## src/hw/uart_pkg.sv

```systemverilog
package uart_pkg;

    // ~~~~~~~~~~~~~~~~~~~~~~~~~~~~~~~~~~~~~~~~~~~~~~~~~~~~~~~~~~~~~~~~~~~~~
    // AXI field widths
    // ~~~~~~~~~~~~~~~~~~~~~~~~~~~~~~~~~~~~~~~~~~~~~~~~~~~~~~~~~~~~~~~~~~~~~
    typedef logic [31:0] axi_addr_t;
    typedef logic [31:0] axi_data_t;
    typedef logic [3:0]  axi_id_t;
    typedef logic [7:0]  axi_len_t;                 // Beats minus one
    typedef logic [1:0]  axi_resp_t;

    localparam axi_resp_t RESP_OKAY   = 2'b00;
    localparam axi_resp_t RESP_SLVERR = 2'b10;

    // ~~~~~~~~~~~~~~~~~~~~~~~~~~~~~~~~~~~~~~~~~~~~~~~~~~~~~~~~~~~~~~~~~~~~~
    // Register map
    // ~~~~~~~~~~~~~~~~~~~~~~~~~~~~~~~~~~~~~~~~~~~~~~~~~~~~~~~~~~~~~~~~~~~~~
    typedef logic [1:0] reg_offset_t;               // Address bits 3:2

    localparam reg_offset_t OFF_TXDATA  = 2'd0;     // 0x0
    localparam reg_offset_t OFF_RXDATA  = 2'd1;     // 0x4
    localparam reg_offset_t OFF_STATUS  = 2'd2;     // 0x8
    localparam reg_offset_t OFF_DIVISOR = 2'd3;     // 0xC

    // ~~~~~~~~~~~~~~~~~~~~~~~~~~~~~~~~~~~~~~~~~~~~~~~~~~~~~~~~~~~~~~~~~~~~~
    // Serial side
    // ~~~~~~~~~~~~~~~~~~~~~~~~~~~~~~~~~~~~~~~~~~~~~~~~~~~~~~~~~~~~~~~~~~~~~
    typedef logic [7:0]  uart_byte_t;
    typedef logic [15:0] uart_div_t;                // Clocks per bit

    typedef enum logic [1:0] {
        TX_IDLE,
        TX_START,
        TX_DATA,
        TX_STOP
    } tx_state_t;

    typedef enum logic [1:0] {
        RX_IDLE,
        RX_START,                                   // Half period to mid start bit
        RX_DATA,
        RX_STOP
    } rx_state_t;

endpackage

```

## src/hw/uart_axi.sv

```systemverilog
module uart_axi #(
    parameter uart_pkg::uart_div_t DEFAULT_DIVISOR = 16
) (
    input  logic                clock,
    input  logic                reset,

    input  logic                arvalid,
    output logic                arready,
    input  uart_pkg::axi_addr_t araddr,
    input  uart_pkg::axi_len_t  arlen,
    input  logic [2:0]          arsize,
    input  logic [1:0]          arburst,
    input  uart_pkg::axi_id_t   arid,
    output logic                rvalid,
    input  logic                rready,
    output uart_pkg::axi_data_t rdata,
    output uart_pkg::axi_resp_t rresp,
    output uart_pkg::axi_id_t   rid,
    output logic                rlast,

    input  logic                awvalid,
    output logic                awready,
    input  uart_pkg::axi_addr_t awaddr,
    input  uart_pkg::axi_id_t   awid,
    input  uart_pkg::axi_len_t  awlen,
    input  logic [2:0]          awsize,
    input  logic [1:0]          awburst,
    input  logic                wvalid,
    output logic                wready,
    input  uart_pkg::axi_data_t wdata,
    input  logic [3:0]          wstrb,
    input  logic                wlast,
    output logic                bvalid,
    input  logic                bready,
    output uart_pkg::axi_resp_t bresp,
    output uart_pkg::axi_id_t   bid,

    output logic                txd,
    input  logic                rxd                 // Asynchronous
);

    // Register strobes
    logic                  reg_write, reg_read, reg_error;
    uart_pkg::reg_offset_t reg_offset;
    uart_pkg::axi_data_t   reg_wdata, reg_rdata;

    // Serial side
    logic                  tx_start, tx_busy, rx_strobe, rx_frame_error;
    uart_pkg::uart_byte_t  tx_data, rx_data;
    uart_pkg::uart_div_t   divisor;

    uart_axi_slave u_axi (.*);

    uart_regs #(.DEFAULT_DIVISOR(DEFAULT_DIVISOR)) u_regs (
        .clock(clock), .reset(reset),
        .reg_write(reg_write), .reg_read(reg_read), .reg_offset(reg_offset),
        .reg_wdata(reg_wdata), .reg_rdata(reg_rdata), .reg_error(reg_error),
        .tx_start(tx_start), .tx_data(tx_data), .tx_busy(tx_busy), .divisor(divisor),
        .rx_strobe(rx_strobe), .rx_data(rx_data), .rx_frame_error(rx_frame_error)
    );

    uart_tx u_tx (
        .clock(clock), .reset(reset), .divisor(divisor),
        .tx_start(tx_start), .tx_data(tx_data), .tx_busy(tx_busy), .txd(txd)
    );

    uart_rx u_rx (
        .clock(clock), .reset(reset), .divisor(divisor), .rxd(rxd),
        .rx_strobe(rx_strobe), .rx_data(rx_data), .rx_frame_error(rx_frame_error)
    );

endmodule

```

## src/hw/uart_axi_slave.sv

```systemverilog
module uart_axi_slave (
    input  logic                  clock,
    input  logic                  reset,

    input  logic                  arvalid,
    output logic                  arready,
    input  uart_pkg::axi_addr_t   araddr,
    input  uart_pkg::axi_len_t    arlen,
    input  logic [2:0]            arsize,       // Sizes, bursts and strobes ignored
    input  logic [1:0]            arburst,
    input  uart_pkg::axi_id_t     arid,
    output logic                  rvalid,
    input  logic                  rready,
    output uart_pkg::axi_data_t   rdata,
    output uart_pkg::axi_resp_t   rresp,
    output uart_pkg::axi_id_t     rid,
    output logic                  rlast,

    input  logic                  awvalid,
    output logic                  awready,
    input  uart_pkg::axi_addr_t   awaddr,
    input  uart_pkg::axi_id_t     awid,
    input  uart_pkg::axi_len_t    awlen,
    input  logic [2:0]            awsize,
    input  logic [1:0]            awburst,
    input  logic                  wvalid,
    output logic                  wready,
    input  uart_pkg::axi_data_t   wdata,
    input  logic [3:0]            wstrb,
    input  logic                  wlast,
    output logic                  bvalid,
    input  logic                  bready,
    output uart_pkg::axi_resp_t   bresp,
    output uart_pkg::axi_id_t     bid,

    output logic                  reg_write,
    output logic                  reg_read,
    output uart_pkg::reg_offset_t reg_offset,
    output uart_pkg::axi_data_t   reg_wdata,
    input  uart_pkg::axi_data_t   reg_rdata,
    input  logic                  reg_error
);

    logic                  ar_fire, r_fire, aw_fire, w_fire, b_fire;
    logic                  aw_held, w_held;
    logic                  aw_have, w_have;
    logic                  wr_done, wr_bad;
    uart_pkg::reg_offset_t aw_offset_q, wr_offset;
    uart_pkg::axi_id_t     awid_q, wr_id;
    uart_pkg::axi_len_t    awlen_q, wr_len;
    uart_pkg::axi_data_t   wdata_q, wr_data;
    logic                  wlast_q, wr_last;

    assign ar_fire = arvalid && arready;
    assign r_fire  = rvalid && rready;
    assign aw_fire = awvalid && awready;
    assign w_fire  = wvalid && wready;
    assign b_fire  = bvalid && bready;

    assign arready = !rvalid;                       // One read in flight
    assign awready = !bvalid && !aw_held;
    assign wready  = !bvalid && !w_held;
    assign rlast   = rvalid;                        // Always a single beat

    // ~~~~~~~~~~~~~~~~~~~~~~~~~~~~~~~~~~~~~~~~~~~~~~~~~~~~~~~~~~~~~~~~~~~~~
    // Strobe generation
    // ~~~~~~~~~~~~~~~~~~~~~~~~~~~~~~~~~~~~~~~~~~~~~~~~~~~~~~~~~~~~~~~~~~~~~
    assign aw_have   = aw_held || aw_fire;
    assign w_have    = w_held || w_fire;
    assign wr_offset = aw_held ? aw_offset_q : awaddr[3:2];
    assign wr_id     = aw_held ? awid_q : awid;
    assign wr_len    = aw_held ? awlen_q : awlen;
    assign wr_data   = w_held ? wdata_q : wdata;
    assign wr_last   = w_held ? wlast_q : wlast;

    assign reg_read  = ar_fire && (arlen == '0);
    assign wr_done   = aw_have && w_have && !bvalid && !reg_read;  // Read wins a tie
    assign wr_bad    = (wr_len != '0) || !wr_last;
    assign reg_write = wr_done && !wr_bad;
    assign reg_offset = reg_read ? araddr[3:2] : wr_offset;
    assign reg_wdata  = wr_data;

    always_ff @(posedge clock) begin
        if (reset) begin
            rvalid  <= 1'b0;
            bvalid  <= 1'b0;
            aw_held <= 1'b0;
            w_held  <= 1'b0;
        end else begin
            if (ar_fire) rvalid <= 1'b1;
            else if (r_fire) rvalid <= 1'b0;
            if (wr_done) bvalid <= 1'b1;
            else if (b_fire) bvalid <= 1'b0;
            if (wr_done) aw_held <= 1'b0;
            else if (aw_fire) aw_held <= 1'b1;      // Stalled behind a read
            if (wr_done) w_held <= 1'b0;
            else if (w_fire) w_held <= 1'b1;
        end
    end

    // Response and request payload
    always_ff @(posedge clock) begin
        if (ar_fire) begin
            rid   <= arid;
            rdata <= reg_read ? reg_rdata : '0;
            rresp <= (reg_read && !reg_error) ? uart_pkg::RESP_OKAY : uart_pkg::RESP_SLVERR;
        end
        if (aw_fire) begin
            aw_offset_q <= awaddr[3:2];
            awid_q      <= awid;
            awlen_q     <= awlen;
        end
        if (w_fire) begin
            wdata_q <= wdata;
            wlast_q <= wlast;
        end
        if (wr_done) begin
            bid   <= wr_id;
            bresp <= (reg_write && !reg_error) ? uart_pkg::RESP_OKAY : uart_pkg::RESP_SLVERR;
        end
    end

    a_r_hold: assert property (@(posedge clock) disable iff (reset)
        rvalid && !rready |=> rvalid && $stable(rdata) && $stable(rid))
        else $error("R channel dropped before rready");
    a_b_hold: assert property (@(posedge clock) disable iff (reset)
        bvalid && !bready |=> bvalid && $stable(bresp) && $stable(bid))
        else $error("B channel dropped before bready");
    a_one_strobe: assert property (@(posedge clock) disable iff (reset)
        !(reg_write && reg_read))
        else $error("Register read and write in one cycle");

endmodule

```

## src/hw/uart_regs.sv

```systemverilog
module uart_regs #(
    parameter uart_pkg::uart_div_t DEFAULT_DIVISOR = 16
) (
    input  logic                  clock,
    input  logic                  reset,

    input  logic                  reg_write,
    input  logic                  reg_read,
    input  uart_pkg::reg_offset_t reg_offset,
    input  uart_pkg::axi_data_t   reg_wdata,
    output uart_pkg::axi_data_t   reg_rdata,
    output logic                  reg_error,

    output logic                  tx_start,
    output uart_pkg::uart_byte_t  tx_data,
    input  logic                  tx_busy,
    output uart_pkg::uart_div_t   divisor,

    input  logic                  rx_strobe,
    input  uart_pkg::uart_byte_t  rx_data,
    input  logic                  rx_frame_error
);

    logic                 rx_valid;
    logic                 rx_overrun;
    logic                 rx_frame_err;
    uart_pkg::uart_byte_t rx_byte;
    logic                 rx_read, status_read, overrun_set;

    assign rx_read     = reg_read && (reg_offset == uart_pkg::OFF_RXDATA);
    assign status_read = reg_read && (reg_offset == uart_pkg::OFF_STATUS);
    assign overrun_set = rx_strobe && rx_valid && !rx_read;   // Read frees the slot

    assign tx_start = reg_write && (reg_offset == uart_pkg::OFF_TXDATA) && !tx_busy;
    assign tx_data  = reg_wdata[7:0];

    always_ff @(posedge clock) begin
        if (reset) begin
            divisor      <= DEFAULT_DIVISOR;
            rx_valid     <= 1'b0;
            rx_overrun   <= 1'b0;
            rx_frame_err <= 1'b0;
        end else begin
            if (reg_write && (reg_offset == uart_pkg::OFF_DIVISOR))
                divisor <= reg_wdata[15:0];
            if (rx_strobe && !overrun_set) rx_valid <= 1'b1;
            else if (rx_read) rx_valid <= 1'b0;
            rx_overrun   <= overrun_set || (rx_overrun && !status_read);   // Set beats clear
            rx_frame_err <= rx_frame_error || (rx_frame_err && !status_read);
        end
    end

    always_ff @(posedge clock) begin
        if (rx_strobe && !overrun_set) rx_byte <= rx_data;   // Held byte kept on overrun
    end

    // ~~~~~~~~~~~~~~~~~~~~~~~~~~~~~~~~~~~~~~~~~~~~~~~~~~~~~~~~~~~~~~~~~~~~~
    // Read data and error decode
    // ~~~~~~~~~~~~~~~~~~~~~~~~~~~~~~~~~~~~~~~~~~~~~~~~~~~~~~~~~~~~~~~~~~~~~
    always_comb begin
        reg_rdata = '0;
        reg_error = 1'b0;
        case (reg_offset)
            uart_pkg::OFF_TXDATA: begin
                reg_error = reg_read || (reg_write && tx_busy);  // Busy write drops byte
            end
            uart_pkg::OFF_RXDATA: begin
                if (rx_valid) reg_rdata = {24'd0, rx_byte};       // Empty reads as zero
                reg_error = reg_write;
            end
            uart_pkg::OFF_STATUS: begin
                reg_rdata = {28'd0, rx_frame_err, rx_overrun, rx_valid, tx_busy};
                reg_error = reg_write;
            end
            default: begin
                reg_rdata = {16'd0, divisor};
            end
        endcase
    end

    a_tx_start: assert property (@(posedge clock) disable iff (reset)
        tx_start |-> !tx_busy ##1 tx_busy)
        else $error("Transmitter start while busy or not taken");

endmodule

```

## src/hw/uart_rx.sv

```systemverilog
module uart_rx (
    input  logic                 clock,
    input  logic                 reset,
    input  uart_pkg::uart_div_t  divisor,
    input  logic                 rxd,
    output logic                 rx_strobe,
    output uart_pkg::uart_byte_t rx_data,
    output logic                 rx_frame_error
);

    logic                rxd_meta, rxd_sync, rxd_prev;
    logic                falling;
    uart_pkg::rx_state_t state;
    uart_pkg::uart_div_t count;
    logic [2:0]          bit_idx;

    // ~~~~~~~~~~~~~~~~~~~~~~~~~~~~~~~~~~~~~~~~~~~~~~~~~~~~~~~~~~~~~~~~~~~~~
    // Synchronizer and edge detect
    // ~~~~~~~~~~~~~~~~~~~~~~~~~~~~~~~~~~~~~~~~~~~~~~~~~~~~~~~~~~~~~~~~~~~~~
    always_ff @(posedge clock) begin
        if (reset) begin
            rxd_meta <= 1'b1;                       // Line idles high
            rxd_sync <= 1'b1;
            rxd_prev <= 1'b1;
        end else begin
            rxd_meta <= rxd;
            rxd_sync <= rxd_meta;
            rxd_prev <= rxd_sync;
        end
    end

    assign falling = rxd_prev && !rxd_sync;

    // ~~~~~~~~~~~~~~~~~~~~~~~~~~~~~~~~~~~~~~~~~~~~~~~~~~~~~~~~~~~~~~~~~~~~~
    // Frame FSM
    // ~~~~~~~~~~~~~~~~~~~~~~~~~~~~~~~~~~~~~~~~~~~~~~~~~~~~~~~~~~~~~~~~~~~~~
    always_ff @(posedge clock) begin
        if (reset) begin
            state          <= uart_pkg::RX_IDLE;
            count          <= '0;
            bit_idx        <= '0;
            rx_strobe      <= 1'b0;
            rx_frame_error <= 1'b0;
        end else begin
            rx_strobe      <= 1'b0;
            rx_frame_error <= 1'b0;
            case (state)
                uart_pkg::RX_IDLE: begin
                    if (falling) begin
                        state <= uart_pkg::RX_START;
                        count <= (divisor >> 1) - 16'd1;   // Aim at mid start bit
                    end
                end
                uart_pkg::RX_START: begin
                    if (count != '0) count <= count - 16'd1;
                    else if (rxd_sync) state <= uart_pkg::RX_IDLE;  // Glitch
                    else begin
                        state   <= uart_pkg::RX_DATA;
                        count   <= divisor - 16'd1;
                        bit_idx <= '0;
                    end
                end
                uart_pkg::RX_DATA: begin
                    if (count != '0) count <= count - 16'd1;
                    else begin
                        count   <= divisor - 16'd1;
                        bit_idx <= bit_idx + 3'd1;
                        if (bit_idx == 3'd7) state <= uart_pkg::RX_STOP;
                    end
                end
                default: begin
                    if (count != '0) count <= count - 16'd1;
                    else begin
                        state          <= uart_pkg::RX_IDLE;
                        rx_strobe      <= rxd_sync;
                        rx_frame_error <= !rxd_sync;      // Low stop bit
                    end
                end
            endcase
        end
    end

    always_ff @(posedge clock) begin
        if (state == uart_pkg::RX_DATA && count == '0)
            rx_data <= {rxd_sync, rx_data[7:1]};    // LSB arrives first
    end

endmodule

```

## src/hw/uart_tx.sv

```systemverilog
module uart_tx (
    input  logic                 clock,
    input  logic                 reset,
    input  uart_pkg::uart_div_t  divisor,
    input  logic                 tx_start,
    input  uart_pkg::uart_byte_t tx_data,
    output logic                 tx_busy,
    output logic                 txd
);

    uart_pkg::tx_state_t  state;
    uart_pkg::uart_div_t  count;                    // Clocks left in this bit
    logic [2:0]           bit_idx;
    uart_pkg::uart_byte_t shift;

    assign tx_busy = (state != uart_pkg::TX_IDLE);
    assign txd     = (state == uart_pkg::TX_START) ? 1'b0 :
                     (state == uart_pkg::TX_DATA)  ? shift[0] : 1'b1;

    always_ff @(posedge clock) begin
        if (reset) begin
            state   <= uart_pkg::TX_IDLE;
            count   <= '0;
            bit_idx <= '0;
        end else begin
            case (state)
                uart_pkg::TX_IDLE: begin
                    if (tx_start) begin
                        state <= uart_pkg::TX_START;
                        count <= divisor - 16'd1;
                    end
                end
                uart_pkg::TX_START: begin
                    if (count == '0) begin
                        state   <= uart_pkg::TX_DATA;
                        count   <= divisor - 16'd1;   // Reloaded per bit
                        bit_idx <= '0;
                    end else count <= count - 16'd1;
                end
                uart_pkg::TX_DATA: begin
                    if (count == '0) begin
                        count   <= divisor - 16'd1;
                        bit_idx <= bit_idx + 3'd1;
                        if (bit_idx == 3'd7) state <= uart_pkg::TX_STOP;
                    end else count <= count - 16'd1;
                end
                default: begin
                    if (count == '0) state <= uart_pkg::TX_IDLE;
                    else count <= count - 16'd1;
                end
            endcase
        end
    end

    always_ff @(posedge clock) begin
        if (state == uart_pkg::TX_IDLE && tx_start) shift <= tx_data;
        else if (state == uart_pkg::TX_DATA && count == '0) shift <= shift >> 1;  // LSB first
    end

endmodule

```

## config.mk

```make
export PLATFORM = sky130hd
export DESIGN_NAME = uart_axi
export DESIGN_NICKNAME = d
export VERILOG_FILES = /design/src/hw/uart_pkg.sv /design/src/hw/uart_axi.sv /design/src/hw/uart_axi_slave.sv /design/src/hw/uart_regs.sv /design/src/hw/uart_rx.sv /design/src/hw/uart_tx.sv
export SDC_FILE = /design/constraint.sdc
export NUM_CORES = 1
export LEC_CHECK = 0
export BUFFER_PORTS_ARGS = -buffer_cell sky130_fd_sc_hd__buf_2
export CORE_MARGIN = 10
export CORE_UTILIZATION = 51
export CTS_CLUSTER_SIZE = 14
export DETAILED_ROUTE_END_ITERATION = 10
export HOLD_SLACK_MARGIN = 0.03
export PLACE_DENSITY = 0.77
export SETUP_SLACK_MARGIN = 0.3
export SYNTH_ARGS = -nofsm -noshare
export SYNTH_HDL_FRONTEND = slang
export SYNTH_HIERARCHICAL = 1
export SYNTH_SLANG_ARGS = --single-unit
```

## constraint.sdc

```tcl
create_clock -name clock -period 4.9 [get_ports clock]
set_input_delay 1.225 -clock clock [delete_from_list [all_inputs] [get_ports clock]]
set_output_delay 1.225 -clock clock [all_outputs]
set_load 0.02 [all_outputs]
```

==> qor.csv, run 1 <==
metric,value,unit
cts_tree,yes,
antenna_found_initial,1,
cts_root_buf,clkbuf_16,
r2r_end,u_tx/count[12],
grt.total_usage,0.194,
synthToLayoutAreaGrowth,10.6,%
core,0.0181,mm^2
p_int,2.79,mW
finalSetupViolCount,0,
clkPwrFrac,0.325,
grt-ovfl-total,0,
crit_type,in2reg,
met3_usage,0.0392,
rows,49,
fin_crit_sh,0.818,
peakVddDrop,0.313,mV
use_met2,0.322,
period_needed,4.01,ns
p_leak,3.90,nW
met1_usage,0.240,
die_h,156,um
place_area,0.00983,mm^2
holdPathEnd,u_rx/rxd_sync,
vias_per_cell,6.00,
max_stage_delay,0.51,ns
synth_cells,936,
holdCritPathClass,reg2reg,
fmax,0.250,GHz
cp-start-kind,primary input,
drt-initial-drc-count,739,
p_per_area,407,mW/mm^2
portBuffers,101,
status,completed,
hold_violations,0,
seq_power_share,0.393,
grt_pass1_wl,37900,um
gp_congestion,0.905,
min_path_cells,1,
vias,7462,
path_cells,buf_2 > nor4_1 > and3_2 > nand2_1 > o21ai_1 > inv_1 > ha_1 > and3b_1 > nor2_1 > a21oi_2 > buf_4 > nand2_2 > a211oi_1 > a311o_1,
cts.clk_slew.worst_paths,0.07,ns
rr_startpoint,u_axi/rlast,
syn_avg_cell_area,10.1,um^2
fill_cells,1516,
worstMarginPinSlew,1.12,ns
drive_gt1_frac,0.223,
dp_hpwl,16600,um
ff2ff_setup_slack,1.59,ns
cts_resized,0,
first_global_vias,7154,
ys_warn_count,6,
fin_worst_skew,0.0102,ns
ctsHtreeMaxLevel,4,
max_slew_margin,0.241,
avgRoutedWirePerCell,19.1,um
ant_nets,0,
drc,0,
clk-insertion-delay-late,0.43,ns
cts_sinks,167,
die_x,156,um
p_switching,1.46,mW
fin_nets,1166,
final_area,0.0104,mm^2
syn-cell-area,0.00943,mm^2
ctsHoldBuffers,0,
power_frac_comb,0.282,
rsz0062_at_grt,no,
slew_violations,0,
cp_max_fo,24,
worst_r2r_path_depth,13,
total_power,4.25,mW
grt_max_degree,38,
maxCapViolations,0,
numCtsBuffers,17,
holdWs,0.411,ns
worstPathArrival,4.33,ns
cp.required,5.22,ns
clockBufferDepth,2,
postCtsSetupRepairBufs,0,
initial_utilization,0.521,
critPathCaptureType,register,
cp_slowest_cell,and3_2,
busiest_layer,met2,
switching_share,0.344,
drt_pre_antenna_iters,6,
io_pins,194,
fin_setup_tns,0,ns
drt-total-wl,23800,um
die_area,0.0243,mm^2
worstHoldStart,u_rx/rxd_meta,
power groups by stage:
| stage | Sequential [mW] | Clock, mW | Combinational (mW) |
|---|---|---|---|
| 3_3_place_gp | 1.69 | 0 | 1.15 |
| 4_1_cts | 1.67 | 1.40 | 1.18 |
| 5_1_grt | 1.68 | 1.45 | 1.30 |
| 3_5_place_dp | 1.70 | 0 | 1.17 |
| 2_1_floorplan | 1.68 | 0 | 0.931 |
| 6_report | 1.67 | 1.38 | 1.20 |
critical path: cells and delay by family:
family          cells  cell delay, ns
simple gates        6            1.62
compound gates      4            0.77
buf+inv             3            0.45
fa+ha+maj           1            0.25
registers in the layout (all words and copies together), names as in the netlist, 16 cells and up:
register	count
u_tx/count	16
u_axi/wdata_q	16
u_rx/count	16
u_regs/divisor	16
u_axi/rdata	32
worst max path at each step:
stage	start	to	slack, ns	cells past startpoint
finish	arlen[2]	u_tx/count[12]	0.89	14
global route	arlen[2]	u_tx/count[12]	0.70	14
CTS	arlen[2]	u_tx/count[12]	0.94	14
detailed placement	arlen[2]	u_tx/count[12]	0.55	14
global placement	arlen[2]	u_tx/count[12]	0.59	14
floorplan	arvalid	u_tx/count[12]	0.35	14
cells in the final DEF, fill, tap and decap left out, types with 6 or more instances in the layout:
cell and n:
nor2_1 67, buf_4 9, nand2_1 58, o31ai_1 6, a31oi_1 11, edfxtp_1 97, a21oi_2 11, clkbuf_16 17
nand3_1 38, nor3_1 36, buf_2 101, inv_1 30, nand4_1 7, and2_1 48, a211oi_1 6, xnor2_1 21
o21ai_0 32, or4_1 7, or3_1 6, nor4_1 20, o21ai_1 9, xor2_1 27, dfxtp_1 70, o22ai_1 15
conb_1 18, nand2b_1 6, a21bo_1 11, mux2_2 29, ha_1 23, a21oi_1 45
per-layer routing:
metal  share of wire  vias to the layer above  wire length, um
met5               0                        -                0
met4           0.030                        0              705
met3           0.056                       44             1330
met2            0.49                      271            11600
met1            0.43                     3614            10100
li1                -                     3533                -
cell type report:
type                            instances  area (um^2)  share of cell area
Antenna cell                            2         5.00            0.000480
Clock buffer                           19          443              0.0425
Clock inverter                         13          159              0.0152
Inverter                               30          113              0.0108
Multi-Input combinational cell        674         4540               0.435
Sequential cell                       167         4310               0.414
Tap cell                              229          287              0.0275
Timing Repair Buffer                  110          573              0.0549
metrics by stage:
stage,util,setup slack (ns),instances
after floorplan,-,0.346,952
after global placement,0.543,0.592,1210
after detailed placement,0.543,0.549,1210
after CTS,0.577,0.935,1242
after global routing,0.577,0.697,1243
final,0.577,0.892,1244
(Power assumes the default switching activity.)
==> inputs of run 2 (changes only) <==
==> constraint.sdc (replaced) <==
create_clock -name clock -period 3.64 [get_ports clock]
set_input_delay 0.91 -clock clock [delete_from_list [all_inputs] [get_ports clock]]
set_output_delay 0.91 -clock clock [all_outputs]
set_load 0.02 [all_outputs]
==> run 2 against run 1 <==
Compared with the run above:
- clock power increased by 23%
- critical path depth shrank 3
- combinational power increased by 35%
- clock-buffer cell count unchanged
- wire length is 0.50% lower
- critical endpoint unchanged
- via count rose by 0.58%
- critical path type unchanged
- total power rose by 31%
- sequential power is 35% higher
==> qor.csv, run 2 (synthesis gave the netlist of run 1 again) <==
metric,value,unit
drt-total-wl,23700,um
die_h,156,um
worstMarginPinSlew,1.05,ns
cts_root_buf,clkbuf_16,
antenna_found_initial,2,
ctsHoldBuffers,0,
p_per_area,529,mW/mm^2
busiest_layer,met2,
seq_area,0.00431,mm^2
synthToLayoutAreaGrowth,11.6,%
holdWs,0.425,ns
grt.total_usage,0.194,
fin_setup_tns,0,ns
use_met2,0.317,
postCtsSetupRepairBufs,0,
avgRoutedWirePerCell,18.9,um
finalSetupViolCount,0,
rows,49,
gp_congestion,0.937,
grt-ovfl-total,0,
peakVddDrop,0.350,mV
hold_violations,0,
cts_sinks,167,
place_ws,0.0137,ns
numCtsBuffers,17,
drc,0,
holdCritPathClass,reg2reg,
clk-insertion-delay-late,0.44,ns
dp_hpwl,16700,um
die_area,0.0243,mm^2
fin_nets,1177,
slew_violations,0,
first_global_vias,7064,
fin_crit_sh,0.841,
cp_slowest_cell,o21ai_0,
drt-initial-drc-count,804,
initial_utilization,0.521,
vias,7505,
vias_per_cell,5.98,
cts_tree,yes,
path_cells,buf_2 > nor4_1 > nand2_1 > o21ai_0 > and3_1 > and3b_1 > nor2_2 > a21oi_4 > nand2_2 > a211oi_1 > a311o_1,
met1_usage,0.243,
clockBufferDepth,2,
final_util,0.582,
portBuffers,101,
cp.required,4.02,ns
period_needed,3.06,ns
ctsHtreeMaxLevel,4,
max_slew_margin,0.292,
drt_pre_antenna_iters,5,
ant_nets,0,
core,0.0181,mm^2
worstPathArrival,3.44,ns
max_stage_delay,0.40,ns
maxCapViolations,0,
grt_max_degree,38,
regMostFlops,u_axi/rdata,
cp_max_fo,13,
p_leak,3.95,nW
status,completed,
critPathCaptureType,register,
setup_ws,0.580,ns
rsz0062_at_grt,no,
io_pins,194,
cp-start-kind,primary input,
cts_resized,0,
met3_usage,0.0369,
fmax,0.327,GHz
largest_reg_flops,32,
die_x,156,um
fill_cells,1481,
fin_worst_skew,0.0107,ns
final_cell_mix,"buf_2, edfxtp_1, dfxtp_1",
grt_pass1_wl,37600,um
crit_type,in2reg,
cts.clk_slew.worst_paths,0.07,ns
layout_commonest_cell,buf_2,
multi_input_area,0.00461,mm^2
drive_gt1_frac,0.241,
-- run 2: power breakdown --
group / total, mW / leakage (nW) / internal, mW / switching, mW
registers: 2.25 / 1.48 / 2.13 / 0.123
logic: 1.62 / 2.21 / 0.583 / 1.04
clock network: 1.70 / 0.264 / 0.894 / 0.808
total: 5.57 / 3.95 / 3.61 / 1.97
-- run 2: final cells by class --
cell class / count / area share
Antenna cell: 2 / 0.000475
Clock buffer: 19 / 0.0411
Sequential cell: 167 / 0.410
Timing Repair Buffer: 121 / 0.0623
Inverter: 30 / 0.0107
Tap cell: 229 / 0.0272
Clock inverter: 13 / 0.0106
Multi-Input combinational cell: 674 / 0.438
-- run 2: stage by stage --
step / power (mW) / instances / area (um^2)
floorplan: 3.52 / 952 / 9560
global placement: 3.83 / 1221 / 9970
detailed placement: 3.86 / 1221 / 9970
CTS: 5.56 / 1253 / 10500
global route: 5.84 / 1255 / 10500
finish: 5.57 / 1255 / 10500
-- run 2: path summary, 6_finish.rpt --
path	start	end	slack (ns)	cells past startpoint
min reg2reg	u_rx/rx_data[0]	u_regs/rx_byte[0]	0.42	0
max	awlen[0]	u_tx/count[12]	0.58	11
min	u_rx/rx_data[0]	u_regs/rx_byte[0]	0.42	0
max reg2reg	u_axi/aw_held	u_tx/count[12]	0.88	10
-- run 2: per-layer routing --
metal	vias up	share of wire
met5	-	0
met4	0	0.034
met3	48	0.058
met2	282	0.49
met1	3623	0.42
li1	3552	-
-- run 2: critical path: cells and delay by family --
family,cells,cell delay [ns]
AOI/OAI and AO/OA,4,1.14
buffers and inverters,1,0.11
and+or+nand+nor,6,1.28
==> inputs of run 3 (changes only) <==
==> constraint.sdc (replaced) <==
create_clock -name clock -period 2.7 [get_ports clock]
set_input_delay 0.675 -clock clock [delete_from_list [all_inputs] [get_ports clock]]
set_output_delay 0.675 -clock clock [all_outputs]
set_load 0.02 [all_outputs]
==> run 3 against run 2 <==
Compared with the run above:
- critical path depth grew 2
- clock-buffer cell count rose by 2
- register-to-register slack got worse by 0.68 ns
- combinational power rose by 69%
- sequential share of layout area is 3.5 points lower
- die area did not move
- sequential power increased by 35%
- final cell count rose by 6.0%
- largest power group unchanged
==> qor.csv, run 3 (synthesis gave the netlist of run 1 again) <==
metric,value,unit
status,completed,
vias,7882,
grt-ovfl-total,0,
grt.total_usage,0.204,
cp.required,3.07,ns
drt-total-wl,25500,um
max_slew_margin,0.453,
finalNonFillerCells,1330,
hold_violations,0,
vias_per_cell,5.93,
antenna_found_initial,1,
final_area,0.0115,mm^2
die_x,156,um
cp-start-kind,primary input,
drt-initial-drc-count,787,
holdCritPathClass,in2reg,
die_area,0.0243,mm^2
maxCapViolations,0,
ant_nets,0,
ctsHtreeMaxLevel,4,
initial_utilization,0.521,
busiest_layer,met2,
cp_max_fo,5,
io_pins,194,
numCtsBuffers,17,
layout_commonest_cell,buf_2,
clk-insertion-delay-late,0.44,ns
met3_usage,0.0386,
period_needed,2.52,ns
die_h,156,um
slew_violations,0,
drc,0,
first_global_vias,7537,
rr_startpoint,u_axi/awlen_q[3],
regMostFlops,u_axi/rdata,
fin_nets,1253,
p_leak,4.42,nW
cts_tree,yes,
portBuffers,101,
synthToLayoutAreaGrowth,22.0,%
rsz0062_at_grt,yes,
worstPathArrival,2.89,ns
drt_pre_antenna_iters,5,
setup_ws,0.178,ns
finalSetupViolCount,0,
dp_cells,1280,
p_per_area,710,mW/mm^2
largest_reg_flops,32,
fmax,0.396,GHz
place_area,0.0104,mm^2
cts_sinks,167,
fin_worst_skew,0.0120,ns
final_cell_mix,"buf_2, edfxtp_1, buf_4",
worstMarginPinSlew,0.820,ns
cp-startpoint,arvalid,
rows,49,
fin_crit_sh,0.934,
fin_setup_tns,0,ns
cts.clk_slew.worst_paths,0.07,ns
avgRoutedWirePerCell,19.2,um
crit_type,in2reg,
critPathCaptureType,register,
grt_max_degree,38,
dp_hpwl,17500,um
clockBufferDepth,2,
met1_usage,0.249,
drive_gt1_frac,0.329,
final_util,0.636,
grt_pass1_wl,39700,um
worstHoldStart,arid[1],
use_met2,0.341,
core,0.0181,mm^2
cts_root_buf,clkbuf_16,
gp_congestion,0.927,
place_ws,-0.434,ns
peakVddDrop,0.683,mV
## run 3: changes by cell type in the layout (fill, tap and decap cells not counted), sizes merged
cell / before / now
buf: 121 / 196
clkbuf: 19 / 21
clkinv: 4 / 3
clkinvlp: 2 / 1
diode: 2 / 1
nand2: 59 / 60
## run 3: cell type report
class	instances	area (um^2)
fill	1358	6580
multi-input combinational	675	4860
sequential	167	4320
timing repair buffer	196	1340
clock buffer	21	482
tap	229	287
inverter	30	113
clock inverter	11	103
antenna	1	2.50
## run 3: power by group
group / internal (mW) / total, mW / switching (mW) / leakage [nW]
clock network: 1.32 / 2.41 / 1.09 / 0.286
logic: 1.14 / 2.73 / 1.59 / 2.65
registers: 2.87 / 3.03 / 0.157 / 1.48
## run 3: final timing paths
check | endpoint | slack (ns) | cells after the start
setup / recovery | u_tx/count[7] | 0.18 | 13
hold / removal | u_axi/rid[1] | 0.41 | 1
setup reg to reg | u_tx/count[7] | 0.20 | 11
hold reg to reg | u_rx/rxd_sync | 0.41 | 1
## run 3: per-stage QoR
step	power, mW	hold WS, ns
2_1_floorplan	4.76	0.389
3_3_place_gp	5.45	0.394
3_5_place_dp	5.50	0.401
4_1_cts	7.96	0.397
5_1_grt	8.51	0.396
6_report	8.17	0.411
## run 3: what timing repair did
action | in CTS | in global routing
pin swaps | 19 | 11
gates cloned | 0 | 2
resized for setup | 37 | 44
hold buffers | 0 | 0
setup buffers | 7 | 8
endpoints found under the setup margin | 37 | 52
## run 3: per-layer routing
metal  share of wire  vias up
met5               0        -
met2            0.50      340
li1                -     3700
met4           0.031        0
met1            0.40     3777
met3           0.061       65
## run 3: critical path, cell delays in order
cell     delay [ns]
buf_6          0.09
nor2b_4        0.12
and3_4         0.21
buf_6          0.12
buf_6          0.11
nor3_4         0.18
and3_4         0.22
and3b_2        0.26
nor2_4         0.06
buf_6          0.12
a21o_4         0.19
or4_1          0.39
a31oi_1        0.13
